`src/mm_accel_consts.svh`:
```
// matrix-multiply accelerator constants
// bus, element and address widths plus the matrix side

`ifndef MM_ACCEL_CONSTS_SVH
`define MM_ACCEL_CONSTS_SVH

// matrix side, also the read burst length in beats
`define MM_SA_WIDTH 4

// signed matrix element
`define MM_ELEM_W 8

// memory data bus, one matrix row per beat
`define MM_BUS_W 32

// dot product accumulator
`define MM_ACC_W 32

// byte addresses on the memory side
`define MM_ADDR_W 32

`endif

```
`src/mm_accel_pkg.sv`:
```
// matrix-multiply accelerator types
// element, accumulator, address and the decoded bus word

`include "mm_accel_consts.svh"

package mm_accel_pkg;

    // one matrix element, two's complement
    typedef logic signed [`MM_ELEM_W-1:0] elem_t;

    // result of one row by column product
    typedef logic signed [`MM_ACC_W-1:0] acc_t;

    // byte address
    typedef logic [`MM_ADDR_W-1:0] addr_t;

    // bus word, seen as a raw word or as one row of elements
    // lane 0 is the low byte, so column j of a row sits in lane j
    typedef union packed {
        logic [`MM_BUS_W-1:0]         raw;
        elem_t [`MM_SA_WIDTH-1:0]     lanes;
    } bus_word_u;

endpackage

```
`src/mm_stream_if.sv`:
```
// valid/ready stream between pipeline stages
// a beat moves on a clock edge with valid and ready both high

`timescale 1ns/1ps

interface mm_stream_if import mm_accel_pkg::*; ();

    logic      valid;
    logic      ready;
    bus_word_u data;
    // marks the final beat of a matrix transfer
    logic      last;

    // producer side
    modport src (output valid, output data, output last, input ready);

    // consumer side
    modport snk (input valid, input data, input last, output ready);

endinterface

```
`src/dma_read_ctrl.sv`:
```
// read stage of the accelerator
// fetches matrix A then matrix B as one burst each
// and passes every row beat on to the compute stage

`timescale 1ns/1ps

module dma_read_ctrl
    import mm_accel_pkg::*;
(
    input  logic       clk,
    input  logic       rst_n,
    input  logic       start_i,
    input  addr_t      mat_a_addr_i,
    input  addr_t      mat_b_addr_i,
    output logic       ar_valid_o,
    input  logic       ar_ready_i,
    output addr_t      ar_addr_o,
    input  logic       r_valid_i,
    output logic       r_ready_o,
    input  bus_word_u  r_data_i,
    input  logic       r_last_i,
    mm_stream_if.src   opnd_o,
    input  logic       run_done_i
);

    localparam logic [2:0] S_IDLE   = 3'd0;
    localparam logic [2:0] S_ADDR_A = 3'd1;
    localparam logic [2:0] S_DATA_A = 3'd2;
    localparam logic [2:0] S_ADDR_B = 3'd3;
    localparam logic [2:0] S_DATA_B = 3'd4;
    localparam logic [2:0] S_WAIT   = 3'd5;

    logic [2:0] state_q;
    logic [2:0] state_d;
    addr_t      a_addr_q;
    addr_t      b_addr_q;
    logic       in_burst;
    logic       last_fire;

    assign in_burst = (state_q == S_DATA_A) || (state_q == S_DATA_B);

    // address phase straight from the state
    assign ar_valid_o = (state_q == S_ADDR_A) || (state_q == S_ADDR_B);
    assign ar_addr_o  = (state_q == S_ADDR_B) ? b_addr_q : a_addr_q;

    // row beats flow through, memory sees the engine's ready
    assign r_ready_o    = in_burst & opnd_o.ready;
    assign opnd_o.valid = in_burst & r_valid_i;
    assign opnd_o.data  = r_data_i;
    // only the end of B closes the operand transfer
    assign opnd_o.last  = (state_q == S_DATA_B) & r_last_i;

    assign last_fire = r_valid_i & r_ready_o & r_last_i;

    always_comb begin
        state_d = state_q;
        case (state_q)
            S_IDLE: begin
                if (start_i) state_d = S_ADDR_A;
            end
            S_ADDR_A: begin
                if (ar_ready_i) state_d = S_DATA_A;
            end
            S_DATA_A: begin
                if (last_fire) state_d = S_ADDR_B;
            end
            S_ADDR_B: begin
                if (ar_ready_i) state_d = S_DATA_B;
            end
            S_DATA_B: begin
                if (last_fire) state_d = S_WAIT;
            end
            S_WAIT: begin
                // stay busy until the writes are done, start is ignored here
                if (run_done_i) state_d = S_IDLE;
            end
            default: state_d = S_IDLE;
        endcase
    end

    always_ff @(posedge clk or negedge rst_n) begin
        if (!rst_n) begin
            state_q <= S_IDLE;
        end else begin
            state_q <= state_d;
        end
    end

    // base addresses captured at start, stable for the whole run
    always_ff @(posedge clk) begin
        if ((state_q == S_IDLE) && start_i) begin
            a_addr_q <= mat_a_addr_i;
            b_addr_q <= mat_b_addr_i;
        end
    end

endmodule

```
`src/dma_write_ctrl.sv`:
```
// write stage of the accelerator
// registered slice that turns each result into an addressed write
// pulses done after the final write is accepted

`timescale 1ns/1ps

`include "mm_accel_consts.svh"

module dma_write_ctrl
    import mm_accel_pkg::*;
(
    input  logic       clk,
    input  logic       rst_n,
    input  addr_t      mat_c_addr_i,
    mm_stream_if.snk   res_i,
    output logic       w_valid_o,
    input  logic       w_ready_i,
    output addr_t      w_addr_o,
    output bus_word_u  w_data_o,
    output logic       done_o
);

    localparam int CNT_W = $clog2(`MM_SA_WIDTH * `MM_SA_WIDTH);

    // row-major index of the next result
    logic [CNT_W-1:0] res_cnt_q;
    // held write is the last of the run
    logic             last_q;
    logic             res_fire;
    logic             w_fire;

    assign w_fire      = w_valid_o & w_ready_i;
    // free slot, or the held write leaves this cycle
    assign res_i.ready = !w_valid_o || w_ready_i;
    assign res_fire    = res_i.valid & res_i.ready;

    always_ff @(posedge clk or negedge rst_n) begin
        if (!rst_n) begin
            w_valid_o <= 1'b0;
            last_q    <= 1'b0;
            res_cnt_q <= '0;
            done_o    <= 1'b0;
        end else begin
            done_o <= w_fire & last_q;
            if (res_fire) begin
                w_valid_o <= 1'b1;
                last_q    <= res_i.last;
                // back to index 0 for the next run
                res_cnt_q <= res_i.last ? '0 : res_cnt_q + 1'b1;
            end else if (w_fire) begin
                w_valid_o <= 1'b0;
                last_q    <= 1'b0;
            end
        end
    end

    // word address, four bytes per result
    always_ff @(posedge clk) begin
        if (res_fire) begin
            w_addr_o <= mat_c_addr_i + (addr_t'(res_cnt_q) << 2);
            w_data_o <= res_i.data;
        end
    end

endmodule

```
`src/mm_accel_top.sv`:
```
// matrix-multiply accelerator top level
// read stage, compute stage and write stage in a row
// plain memory and configuration ports

`timescale 1ns/1ps

module mm_accel_top
    import mm_accel_pkg::*;
(
    input  logic       clk,
    input  logic       rst_n,
    input  logic       start_i,
    input  addr_t      mat_a_addr_i,
    input  addr_t      mat_b_addr_i,
    input  addr_t      mat_c_addr_i,
    output logic       done_o,
    output logic       ar_valid_o,
    input  logic       ar_ready_i,
    output addr_t      ar_addr_o,
    input  logic       r_valid_i,
    output logic       r_ready_o,
    input  bus_word_u  r_data_i,
    input  logic       r_last_i,
    output logic       w_valid_o,
    input  logic       w_ready_i,
    output addr_t      w_addr_o,
    output bus_word_u  w_data_o
);

    // A rows then B rows
    mm_stream_if opnd_s ();
    // C accumulators, row-major
    mm_stream_if res_s ();

    dma_read_ctrl u_read (
        .clk          (clk),
        .rst_n        (rst_n),
        .start_i      (start_i),
        .mat_a_addr_i (mat_a_addr_i),
        .mat_b_addr_i (mat_b_addr_i),
        .ar_valid_o   (ar_valid_o),
        .ar_ready_i   (ar_ready_i),
        .ar_addr_o    (ar_addr_o),
        .r_valid_i    (r_valid_i),
        .r_ready_o    (r_ready_o),
        .r_data_i     (r_data_i),
        .r_last_i     (r_last_i),
        .opnd_o       (opnd_s.src),
        // done re-arms the read stage
        .run_done_i   (done_o)
    );

    mm_engine u_engine (
        .clk    (clk),
        .rst_n  (rst_n),
        .opnd_i (opnd_s.snk),
        .res_o  (res_s.src)
    );

    dma_write_ctrl u_write (
        .clk          (clk),
        .rst_n        (rst_n),
        .mat_c_addr_i (mat_c_addr_i),
        .res_i        (res_s.snk),
        .w_valid_o    (w_valid_o),
        .w_ready_i    (w_ready_i),
        .w_addr_o     (w_addr_o),
        .w_data_o     (w_data_o),
        .done_o       (done_o)
    );

endmodule

```
`src/mm_engine.sv`:
```
// compute stage of the accelerator
// buffers the A and B rows, then streams C = A x B
// one accumulator per transfer in row-major order

`timescale 1ns/1ps

`include "mm_accel_consts.svh"

module mm_engine
    import mm_accel_pkg::*;
(
    input  logic      clk,
    input  logic      rst_n,
    mm_stream_if.snk  opnd_i,
    mm_stream_if.src  res_o
);

    localparam int IDX_W = $clog2(`MM_SA_WIDTH);
    localparam logic [IDX_W-1:0] LAST_IDX = IDX_W'(`MM_SA_WIDTH - 1);

    // operand buffers, fully rewritten every run
    elem_t a_q [`MM_SA_WIDTH][`MM_SA_WIDTH];
    elem_t b_q [`MM_SA_WIDTH][`MM_SA_WIDTH];

    logic             computing_q;
    // top bit picks B, low bits pick the row
    logic [IDX_W:0]   beat_q;
    logic [IDX_W-1:0] row_q;
    logic [IDX_W-1:0] col_q;
    logic             load_fire;
    logic             res_fire;
    logic             last_res;
    acc_t             dot;

    // accept rows only in the loading phase
    assign opnd_i.ready = !computing_q;
    assign load_fire    = opnd_i.valid & opnd_i.ready;
    assign res_fire     = res_o.valid & res_o.ready;
    assign last_res     = (row_q == LAST_IDX) && (col_q == LAST_IDX);

    // counters only move on a transfer
    // so the result stays put on res_o while stalled
    assign res_o.valid    = computing_q;
    assign res_o.last     = last_res;
    assign res_o.data.raw = dot;

    // row of A times column of B
    always_comb begin
        dot = '0;
        for (int k = 0; k < `MM_SA_WIDTH; k++) begin
            dot = dot + acc_t'(a_q[row_q][k]) * acc_t'(b_q[k][col_q]);
        end
    end

    // one row per beat, split into lanes
    always_ff @(posedge clk) begin
        if (load_fire) begin
            for (int j = 0; j < `MM_SA_WIDTH; j++) begin
                if (beat_q[IDX_W]) begin
                    b_q[beat_q[IDX_W-1:0]][j] <= opnd_i.data.lanes[j];
                end else begin
                    a_q[beat_q[IDX_W-1:0]][j] <= opnd_i.data.lanes[j];
                end
            end
        end
    end

    always_ff @(posedge clk or negedge rst_n) begin
        if (!rst_n) begin
            computing_q <= 1'b0;
            beat_q      <= '0;
            row_q       <= '0;
            col_q       <= '0;
        end else if (!computing_q) begin
            if (load_fire) begin
                beat_q <= beat_q + 1'b1;
                // B row 3 in, results start next cycle
                if (opnd_i.last) begin
                    computing_q <= 1'b1;
                    beat_q      <= '0;
                end
            end
        end else if (res_fire) begin
            // row and column wrap back to zero after the 16th
            col_q <= col_q + 1'b1;
            if (col_q == LAST_IDX) begin
                row_q <= row_q + 1'b1;
            end
            if (last_res) begin
                computing_q <= 1'b0;
            end
        end
    end

endmodule

```
`config.mk`:
```
export PLATFORM = sky130hd
export DESIGN_NAME = mm_accel_top
export DESIGN_NICKNAME = d
export VERILOG_FILES = /design/src/mm_accel_pkg.sv /design/src/mm_stream_if.sv /design/src/dma_read_ctrl.sv /design/src/dma_write_ctrl.sv /design/src/mm_accel_top.sv /design/src/mm_engine.sv
export VERILOG_INCLUDE_DIRS = /design/src
export SDC_FILE = /design/constraint.sdc
export NUM_CORES = 1
export LEC_CHECK = 0
export BUFFER_PORTS_ARGS = -buffer_cell sky130_fd_sc_hd__buf_2
export CELL_PAD_IN_SITES_DETAIL_PLACEMENT = 0
export CELL_PAD_IN_SITES_GLOBAL_PLACEMENT = 1
export CORE_MARGIN = 10
export CORE_UTILIZATION = 30
export CTS_BUF_LIST = sky130_fd_sc_hd__clkbuf_4 sky130_fd_sc_hd__clkbuf_8
export DETAILED_ROUTE_END_ITERATION = 8
export PLACE_DENSITY = 0.52
export SLEW_MARGIN = 40
export SYNTH_ARGS = -nofsm -noshare
export SYNTH_HDL_FRONTEND = slang
export SYNTH_SLANG_ARGS = --single-unit
```
`constraint.sdc`:
```
create_clock -name clk -period 10.7 [get_ports clk]
set_clock_uncertainty 0.1 [all_clocks]
set_input_delay 2.14 -clock clk [delete_from_list [all_inputs] [get_ports clk]]
set_output_delay 2.14 -clock clk [all_outputs]
set_load 0.02 [all_outputs]
```
==> results.txt, run 1 <==
cell taking the most area after synthesis -> edfxtp_1
hold buffer count at cts -> 0
main combinational cell family by area after synthesis -> adder cells
vertical die dimension -> 317 µm
RSZ-0062 raised after global routing -> false
run status -> finished, final reports clean
Synth top area share -> 43.6%
crit start category -> register
min-delay worst type -> reg2reg
required time reported for the critical path endpoint -> 11.03 ns
worst slew margin relative to its limit -> 47.5%
post-synthesis async set-or-reset flop share -> 4.48%
number of failing hold endpoints at the final stage -> 0
biggest area contributors in the synthesized netlist -> edfxtp_1 44%, fa_1 19%, ha_1 6.9%
share of synthesized cell area in full adder, half adder and majority cells -> 26.1%
largest stage delay on the critical path -> 0.77 ns
WL per Instance -> 19.4 µm
Synth Area per Inst -> 13.4 µm²
Critical-path top delay cell -> dfrtp_2
count of vias placed by the detailed router -> 15.5k
Placement Setup Slack -> 1.71 ns
wire length of the first global-routing pass -> 105 mm
wire length after detailed routing -> 67.7 mm
total of endpoints with negative setup slack in the final report -> 0
non-filler cells in the finished layout -> 3488
number of placed instances, taps included -> 3351
worst path setup slack after routing -> 1.86 ns
average via count per standard cell -> 4.45
CP endpoint kind -> register
register bit total from synthesis -> 402
most used cells in the layout excluding fill and tap cells -> 384 x edfxtp_1, 344 x inv_1, 254 x fa_1, 234 x buf_2, 160 x and2_1
post-synthesis share of cell area spent on xor and xnor gates -> 3.61%
beginning of the worst hold path -> u_write.res_cnt_q[2]
register-to-register setup slack -> 1.86 ns
clock slew at reported path FFs -> 0.06 ns
ys flop type -> edfxtp_1
pin count of the biggest net entering global routing -> 68
number of buffers inserted during clock tree synthesis -> 73
DRT Pass-1 Iters -> 5
net count after synthesis -> 2507
CP arrival -> 9.17 ns
number of antenna violations at the first check in global routing -> 10
most prevalent standard cell on the critical path -> inv_1
highest clock frequency the design can meet -> 0.113 GHz
share of the yosys chip area belonging to registers -> 45.3%
maximum level of the CTS H-tree -> 3
post-synth design cell area -> 0.0264 mm²
GR Overflow Total -> 0
core footprint -> 0.0872 mm²
Top Ports -> 235
destination of the worst hold path -> u_write.res_cnt_q[2]
worst-case clock buffer depth -> 3
number of global-route vias before repair -> 17.4k
Critical Setup Path Class -> reg2reg
ratio of final minimum period to clock period -> 82.7%
global-route usage over all layers -> 13.7%
Setup Total Neg Slack -> 0 ns
number of cells on the worst reg-to-reg path -> 28
post-CTS setup buffer count -> 0
multiplexer area fraction after synthesis -> 6.88%
area of all placed cells without fillers -> 0.0305 mm²
DRC violations left -> 0
number of warnings reported in the yosys synthesis log -> 0
instance area after placement -> 0.0291 mm²
starting utilization of the core area -> 30.3%
number of distinct library cells after synthesis -> 59
worst hold stages -> 1
iteration-0 DRC count of the detailed router -> 740
FF-to-FF End -> u_write.w_data_o[17]
Root Driver -> clkbuf_8
fraction of the mapped netlist area in compound gates -> 4.43%
Layout Nets -> 2805
weighted congestion at the end of routability-driven global placement -> 0.790
fraction of the mapped netlist area in simple logic gates -> 8.24%
number of flops mapped to enable cells by yosys -> 384
TritonCTS clock tree -> yes
number of resized instances in the post-cts repair step -> 0
die area -> 0.100 mm²
I/O Buffers -> 234
post-synthesis instance total -> 1973
final critical delay including setup and external delays -> 8.84 ns
fraction of final layout cells sized beyond drive strength 1 -> 21.0%
number of sinks handled by clock tree synthesis -> 402
Layout Area Growth over Synthesis -> 15.5%
Final Max Tran Viols -> 0
insertion delay to the later sink of the worst-skew pair -> 0.68 ns
die span in x -> 317 µm
crit-path max FO -> 17
antenna viol nets, final -> 0
total of max-cap violations -> 0
Worst Max-Slew Pin Slew -> 0.788 ns
FF-to-FF Start -> u_engine.row_q[0]
num rows -> 108
most frequent standard cell in the layout excluding fill and tap cells -> edfxtp_1
DP Wirelength -> 53.2 mm
cells in the mapped netlist (all sizes together), types with 3 or more instances:
cell,count
or2,7
xor2,28
nor2b,12
o211ai,3
xnor2,81
a21oi,46
and2,160
mux4,61
edfxtp,384
nor2,51
a2111oi,4
nand2b,20
ha,145
mux2,36
o22ai,3
o21a,17
a211o,3
a31oi,12
and3,13
nor3,6
fa,254
a211oi,6
nand3,17
mux2i,4
inv,345
buf,22
dfrtp,18
o21ai,33
clkbuf,6
o21bai,7
o221a,3
nand2,114
nand4,7
a21o,24
per-layer routing:
metal,vias to the layer above,part of all wire [%],GRT usage [%]
met3,81,6.6,3.79
met2,331,48,22.9
met4,8,1.8,3.31
li1,7279,-,-
met5,-,0.099,0
met1,7813,43,17.4
flip-flops by register name, indices dropped and copies added (netlist names):
signal	count
u_engine.row_q	2
u_write.w_data_o	32
u_read.state_q	3
u_write.w_valid_o	1
u_read.a_addr_q	32
u_engine.beat_q	3
u_read.b_addr_q	32
u_write.res_cnt_q	4
u_write.last_q	1
u_write.w_addr_o	32
u_write.done_o	1
u_engine.a_q	128
u_engine.col_q	2
u_engine.res_o.valid	1
u_engine.b_q	128
critical path: cells and delay by family, from the launching register on:
family	cells	cell delay (ns)
AO/OA/AOI/OAI	8	2.05
XOR/XNOR	2	0.22
adder cells (fa/ha/maj)	8	3.69
buffers and inverters	8	0.75
flip-flops	1	0.77
multiplexers	1	0.74
AND/OR/NAND/NOR	1	0.25
final cells by class:
class,count,area (µm²)
Antenna cell,2,5.00
Clock buffer,94,1160
Clock inverter,41,280
Fill cell,8564,56600
Inverter,345,1300
Multi-Input combinational cell,1198,13000
Sequential cell,402,12000
Tap cell,1155,1450
Timing Repair Buffer,251,1300
per-stage QoR:
stage	utilization [%]	hold WS (ns)
3_5_place_dp	33.3	0.446
3_3_place_gp	33.3	0.437
2_1_floorplan	-	0.377
4_1_cts	35.0	0.451
5_1_grt	35.0	0.477
6_report	35.0	0.450
cell families (layout without fill, tap and decap cells):
kind of cell	after synthesis	after routing
AOI/OAI and AO/OA	176	176
other	0	2
xor gates and xnor gates	109	109
buffers and inverters	373	731
muxes	101	101
DFF	402	402
and+or+nand+nor	413	413
adders and majority gates	399	399
worst max path at each step:
| stage | start | to | slack, ns | cells after the start |
|---|---|---|---|---|
| after floorplan | start_i | u_read.a_addr_q[0] | 1.30 | 1 |
| after global placement | u_engine.col_q[0] | u_write.w_data_o[31] | 1.81 | 28 |
| after detailed placement | u_engine.col_q[0] | u_write.w_data_o[25] | 1.71 | 27 |
| after CTS | u_engine.col_q[0] | u_write.w_data_o[17] | 1.74 | 28 |
| after global routing | u_engine.row_q[0] | u_write.w_data_o[17] | 1.36 | 28 |
| final | u_engine.row_q[0] | u_write.w_data_o[17] | 1.86 | 28 |
Power of run 1 is not shown: default switching activity piles up to over one toggle a cycle in this logic, so the estimate is an artifact.
==> run 2, diff against run 1 <==
==> constraint.sdc (replaced) <==
create_clock -name clk -period 8.6 [get_ports clk]
set_clock_uncertainty 0.1 [all_clocks]
set_input_delay 1.72 -clock clk [delete_from_list [all_inputs] [get_ports clk]]
set_output_delay 1.72 -clock clk [all_outputs]
set_load 0.02 [all_outputs]
==> results.txt, run 2 (synthesized netlist as in run 1, its figures left out) <==
run status -> finished, final reports clean (unchanged)
worst slew margin relative to its limit -> 43.9% (was 47.5%)
destination of the worst hold path -> u_write.res_cnt_q[2] (unchanged)
WL per Instance -> 19.7 µm (was 19.4 µm)
CP endpoint kind -> register (unchanged)
total of endpoints with negative setup slack in the final report -> 0 (unchanged)
wire length after detailed routing -> 69.0 mm (was 67.7 mm)
iteration-0 DRC count of the detailed router -> 872 (was 740)
core footprint -> 0.0872 mm² (unchanged)
highest clock frequency the design can meet -> 0.123 GHz (was 0.113 GHz)
CP arrival -> 8.46 ns (was 9.17 ns)
TritonCTS clock tree -> yes (unchanged)
total of max-cap violations -> 0 (unchanged)
number of antenna violations at the first check in global routing -> 10 (unchanged)
Layout Area Growth over Synthesis -> 16.6% (was 15.5%)
non-filler cells in the finished layout -> 3512 (was 3488)
clock slew at reported path FFs -> 0.06 ns (about the same)
ratio of final minimum period to clock period -> 94.8% (was 82.7%)
num rows -> 108 (unchanged)
Sequential cell area -> 0.0120 mm² (about the same)
area used by multi-input combinational logic -> 0.0131 mm² (was 0.0130 mm²)
worst path setup slack after routing -> 0.448 ns (was 1.86 ns)
most used cells in the layout excluding fill and tap cells -> 384 x edfxtp_1, 344 x inv_1, 254 x fa_1, 234 x buf_2, 157 x and2_1 (was 384 x edfxtp_1, 344 x inv_1, 254 x fa_1, 234 x buf_2, 160 x and2_1)
Worst Max-Slew Pin Slew -> 0.836 ns (was 0.788 ns)
vertical die dimension -> 317 µm (unchanged)
antenna viol nets, final -> 0 (unchanged)
pin count of the biggest net entering global routing -> 68 (unchanged)
crit-path max FO -> 9 (was 17)
number of cells on the worst reg-to-reg path -> 25 (was 28)
DRT Pass-1 Iters -> 4 (was 5)
min-delay worst type -> reg2reg (unchanged)
I/O Buffers -> 234 (unchanged)
GR Overflow Total -> 0 (unchanged)
Critical Setup Path Class -> reg2reg (unchanged)
crit start category -> register (unchanged)
final-layout fill cell count -> 8545 (was 8564)
FF-to-FF Start -> u_engine.row_q[0] (unchanged)
Top Ports -> 235 (unchanged)
hold buffer count at cts -> 0 (unchanged)
Placement Setup Slack -> 0.197 ns (was 1.71 ns)
global-route usage over all layers -> 14.0% (was 13.7%)
maximum level of the CTS H-tree -> 3 (unchanged)
number of failing hold endpoints at the final stage -> 0 (unchanged)
RSZ-0062 raised after global routing -> false (unchanged)
worst hold stages -> 1 (unchanged)
wire length of the first global-routing pass -> 107 mm (was 105 mm)
FF-to-FF End -> u_write.w_data_o[29] (was u_write.w_data_o[17])
DRC violations left -> 0 (unchanged)
insertion delay to the later sink of the worst-skew pair -> 0.66 ns (was 0.68 ns)
register-to-register setup slack -> 0.45 ns (was 1.86 ns)
weighted congestion at the end of routability-driven global placement -> 0.787 (was 0.790)
average via count per standard cell -> 4.44 (was 4.45)
Layout Nets -> 2835 (was 2805)
worst-case clock buffer depth -> 3 (unchanged)
final critical delay including setup and external delays -> 8.15 ns (was 8.84 ns)
number of global-route vias before repair -> 17.7k (was 17.4k)
DP Wirelength -> 55.1 mm (was 53.2 mm)
number of buffers inserted during clock tree synthesis -> 73 (unchanged)
count of vias placed by the detailed router -> 15.6k (was 15.5k)
starting utilization of the core area -> 30.3% (unchanged)
most frequent standard cell in the layout excluding fill and tap cells -> edfxtp_1 (unchanged)
Final Max Tran Viols -> 0 (unchanged)
number of placed instances, taps included -> 3376 (was 3351)
die area -> 0.100 mm² (unchanged)
die span in x -> 317 µm (unchanged)
number of sinks handled by clock tree synthesis -> 402 (unchanged)
required time reported for the critical path endpoint -> 8.91 ns (was 11.03 ns)
beginning of the worst hold path -> u_write.res_cnt_q[2] (unchanged)
fraction of final layout cells sized beyond drive strength 1 -> 22.2% (was 21.0%)
Setup Total Neg Slack -> 0 ns (unchanged)
Root Driver -> clkbuf_8 (unchanged)
[run 2: changes by cell type in the layout (fill, tap and decap cells not counted), sizes merged]
| cell | change |
|---|---|
| buf | +30 |
| bufinv | -2 |
| clkinvlp | +1 |
| clkbuf | +7 |
| clkinv | -12 |
[run 2: what timing repair did]
| item | in CTS | in global routing |
|---|---|---|
| endpoints found under the hold margin | 0 | 0 |
| buffers inserted | 0 | 5 |
| endpoints found under the setup margin | 0 | 16 |
| resized for setup | 0 | 8 |
[run 2: layer usage]
| layer | vias to the layer above | routed length [µm] | global-route usage, % | share of wire [%] |
|---|---|---|---|---|
| li1 | 7327 | - | - | - |
| met1 | 7866 | 30600 | 17.8 | 44 |
| met5 | - | 76 | 0 | 0.11 |
| met3 | 71 | 4020 | 3.49 | 5.8 |
| met4 | 14 | 957 | 2.88 | 1.4 |
| met2 | 319 | 33400 | 23.8 | 48 |
[run 2: metrics by stage]
stage / utilization, % / hold WS (ns) / area, µm²
floorplan: - / 0.377 / 26400
global placement: 33.6 / 0.427 / 29300
detailed placement: 33.6 / 0.444 / 29300
CTS: 35.3 / 0.452 / 30700
global route: 35.4 / 0.474 / 30800
finish: 35.4 / 0.448 / 30800
[run 2: area by class of cell]
| class | instances | share of cell area, % |
|---|---|---|
| clock buffer | 101 | 4.08 |
| tap | 1155 | 4.69 |
| clock inverter | 28 | 0.524 |
| multi-input combinational | 1198 | 42.4 |
| inverter | 345 | 4.21 |
| timing repair buffer | 281 | 5.16 |
| sequential | 402 | 38.9 |
| antenna | 2 | 0.0162 |
[run 2: how the worst max path moves through the flow]
stage                                 start                   end  depth (start not counted)
after floorplan           u_engine.col_q[0]  u_write.w_data_o[19]                         30
after detailed placement  u_engine.row_q[0]  u_write.w_data_o[17]                         29
after CTS                 u_engine.row_q[0]  u_write.w_data_o[17]                         29
after global placement    u_engine.row_q[0]  u_write.w_data_o[17]                         29
after global routing      u_engine.col_q[1]  u_write.w_data_o[25]                         32
final                     u_engine.row_q[0]  u_write.w_data_o[29]                         25
[run 2: critical path, stage by stage, from the launching register on]
cell	delay, ns
dfrtp_4	0.51
buf_12	0.17
mux4_2	0.66
and2_1	0.24
fa_1	0.53
fa_1	0.44
fa_1	0.54
inv_1	0.06
fa_1	0.52
inv_1	0.04
ha_1	0.34
o21a_1	0.23
o21a_1	0.19
o221a_1	0.25
a311o_1	0.37
a21oi_2	0.15
xnor2_1	0.11
fa_1	0.56
inv_1	0.08
fa_1	0.48
ha_1	0.41
nand2_1	0.07
o211ai_1	0.22
a311oi_1	0.08
a211o_2	0.36
a21o_1	0.21
Power of run 2 is left out for the same reason.
==> run 3, diff against run 2 <==
--- a/config.mk
+++ b/config.mk
@@ -6,7 +6,7 @@
 export SDC_FILE = /design/constraint.sdc
 export NUM_CORES = 1
 export LEC_CHECK = 0
-export BUFFER_PORTS_ARGS = -buffer_cell sky130_fd_sc_hd__buf_2
+export BUFFER_PORTS_ARGS = -buffer_cell sky130_fd_sc_hd__clkbuf_2
 export CELL_PAD_IN_SITES_DETAIL_PLACEMENT = 0
 export CELL_PAD_IN_SITES_GLOBAL_PLACEMENT = 1
 export CORE_MARGIN = 10
==> results.txt, run 3 (synthesized netlist as in run 1, its figures left out) <==
run status -> finished, final reports clean (unchanged)
most used cells in the layout excluding fill and tap cells -> 384 x edfxtp_1, 344 x inv_1, 254 x fa_1, 234 x clkbuf_2, 158 x and2_1 (was 384 x edfxtp_1, 344 x inv_1, 254 x fa_1, 234 x buf_2, 157 x and2_1)
count of vias placed by the detailed router -> 15.7k (was 15.6k)
pin count of the biggest net entering global routing -> 68 (unchanged)
CP arrival -> 8.54 ns (was 8.46 ns)
non-filler cells in the finished layout -> 3533 (was 3512)
Placement Setup Slack -> 0.248 ns (was 0.197 ns)
Layout Area Growth over Synthesis -> 17.0% (was 16.6%)
worst-case clock buffer depth -> 3 (unchanged)
insertion delay to the later sink of the worst-skew pair -> 0.67 ns (was 0.66 ns)
DRC violations left -> 0 (unchanged)
number of global-route vias before repair -> 17.7k (about the same)
required time reported for the critical path endpoint -> 8.91 ns (about the same)
most frequent standard cell in the layout excluding fill and tap cells -> edfxtp_1 (unchanged)
Final Max Tran Viols -> 0 (unchanged)
TritonCTS clock tree -> yes (unchanged)
weighted congestion at the end of routability-driven global placement -> 0.784 (was 0.787)
num rows -> 108 (unchanged)
Root Driver -> clkbuf_8 (unchanged)
highest clock frequency the design can meet -> 0.121 GHz (was 0.123 GHz)
number of placed instances, taps included -> 3377 (was 3376)
crit-path max FO -> 8 (was 9)
ratio of final minimum period to clock period -> 95.8% (was 94.8%)
I/O Buffers -> 234 (unchanged)
Critical-path top delay cell -> mux4_2 (unchanged)
CP endpoint kind -> register (unchanged)
Layout Nets -> 2852 (was 2835)
maximum level of the CTS H-tree -> 3 (unchanged)
Setup Total Neg Slack -> 0 ns (unchanged)
most prevalent standard cell on the critical path -> inv_1 (was fa_1)
Top Ports -> 235 (unchanged)
fraction of final layout cells sized beyond drive strength 1 -> 22.8% (was 22.2%)
min-delay worst type -> reg2reg (unchanged)
core footprint -> 0.0872 mm² (unchanged)
total of endpoints with negative setup slack in the final report -> 0 (unchanged)
DP Wirelength -> 54.9 mm (was 55.1 mm)
area of all placed cells without fillers -> 0.0309 mm² (was 0.0308 mm²)
global-route usage over all layers -> 14.0% (about the same)
die area -> 0.100 mm² (unchanged)
WL per Instance -> 19.5 µm (was 19.7 µm)
worst slew margin relative to its limit -> 47.5% (was 43.9%)
die span in x -> 317 µm (unchanged)
crit start category -> register (unchanged)
iteration-0 DRC count of the detailed router -> 829 (was 872)
number of sinks handled by clock tree synthesis -> 402 (unchanged)
wire length of the first global-routing pass -> 107 mm (about the same)
final-layout fill cell count -> 8683 (was 8545)
antenna viol nets, final -> 0 (unchanged)
final critical delay including setup and external delays -> 8.24 ns (was 8.15 ns)
GR Overflow Total -> 0 (unchanged)
average via count per standard cell -> 4.44 (about the same)
largest stage delay on the critical path -> 0.66 ns (about the same)
total of max-cap violations -> 0 (unchanged)
hold buffer count at cts -> 0 (unchanged)
Worst Max-Slew Pin Slew -> 0.782 ns (was 0.836 ns)
Critical Setup Path Class -> reg2reg (unchanged)
number of buffers inserted during clock tree synthesis -> 73 (unchanged)
number of antenna violations at the first check in global routing -> 5 (was 10)
vertical die dimension -> 317 µm (unchanged)
starting utilization of the core area -> 30.3% (unchanged)
number of failing hold endpoints at the final stage -> 0 (unchanged)
clock slew at reported path FFs -> 0.06 ns (about the same)
DRT Pass-1 Iters -> 5 (was 4)
wire length after detailed routing -> 69.0 mm (about the same)
worst path setup slack after routing -> 0.363 ns (was 0.448 ns)
instance area after placement -> 0.0293 mm² (about the same)
[run 3: final timing paths]
path                       slack (ns)  cells after the start              endpoint                  from
max                              0.36                     28  u_write.w_data_o[19]     u_engine.col_q[0]
min                              0.46                      1  u_write.res_cnt_q[0]  u_write.res_cnt_q[0]
max reg2reg                      0.36                     28  u_write.w_data_o[19]     u_engine.col_q[0]
min reg2reg                      0.46                      1  u_write.res_cnt_q[0]  u_write.res_cnt_q[0]
max in group asynchronous        7.08                      1     u_engine.row_q[0]                 rst_n
min in group asynchronous        0.94                      1  u_engine.res_o.valid                 rst_n
[run 3: through the flow]
stage,hold slack [ns],utilization (%)
2_1_floorplan,0.377,-
3_3_place_gp,0.427,33.6
3_5_place_dp,0.445,33.6
4_1_cts,0.467,35.3
5_1_grt,0.471,35.5
6_report,0.460,35.5
[run 3: cell type report]
cell class / instances / area [µm²] / area share (%)
diodes: 3 / 7.51 / 0.0243
clock buffers: 98 / 1200 / 3.90
clock inverters: 34 / 210 / 0.680
inverters: 345 / 1300 / 4.19
multi-input cells: 1198 / 13100 / 42.2
flip-flops and latches: 402 / 12000 / 38.8
well taps: 1155 / 1450 / 4.67
repair buffers: 298 / 1710 / 5.52
[run 3: layer usage]
metal / share of wire, % / up-vias / GRT usage (%)
met1: 44 / 7887 / 17.7
met4: 1.9 / 0 / 3.46
met5: 0 / - / 0
li1: - / 7371 / -
met3: 6.1 / 85 / 3.88
met2: 48 / 353 / 23.4
[run 3: repair_timing]
action	in CTS	in global routing
endpoints found under the setup margin	0	16
gates resized for setup	0	6
buffers inserted	0	21
[run 3: worst max-delay path, delay by kind of cell, from the launching register on]
kind / cells / cell delay, ns
multiplexers: 1 / 0.66
AND/OR/NAND/NOR: 1 / 0.22
AO/OA/AOI/OAI: 9 / 2.13
buffers and inverters: 8 / 0.60
adder cells (fa/ha/maj): 8 / 3.67
XOR/XNOR: 1 / 0.11
flip-flops: 1 / 0.49
Power of run 3 is left out for the same reason.
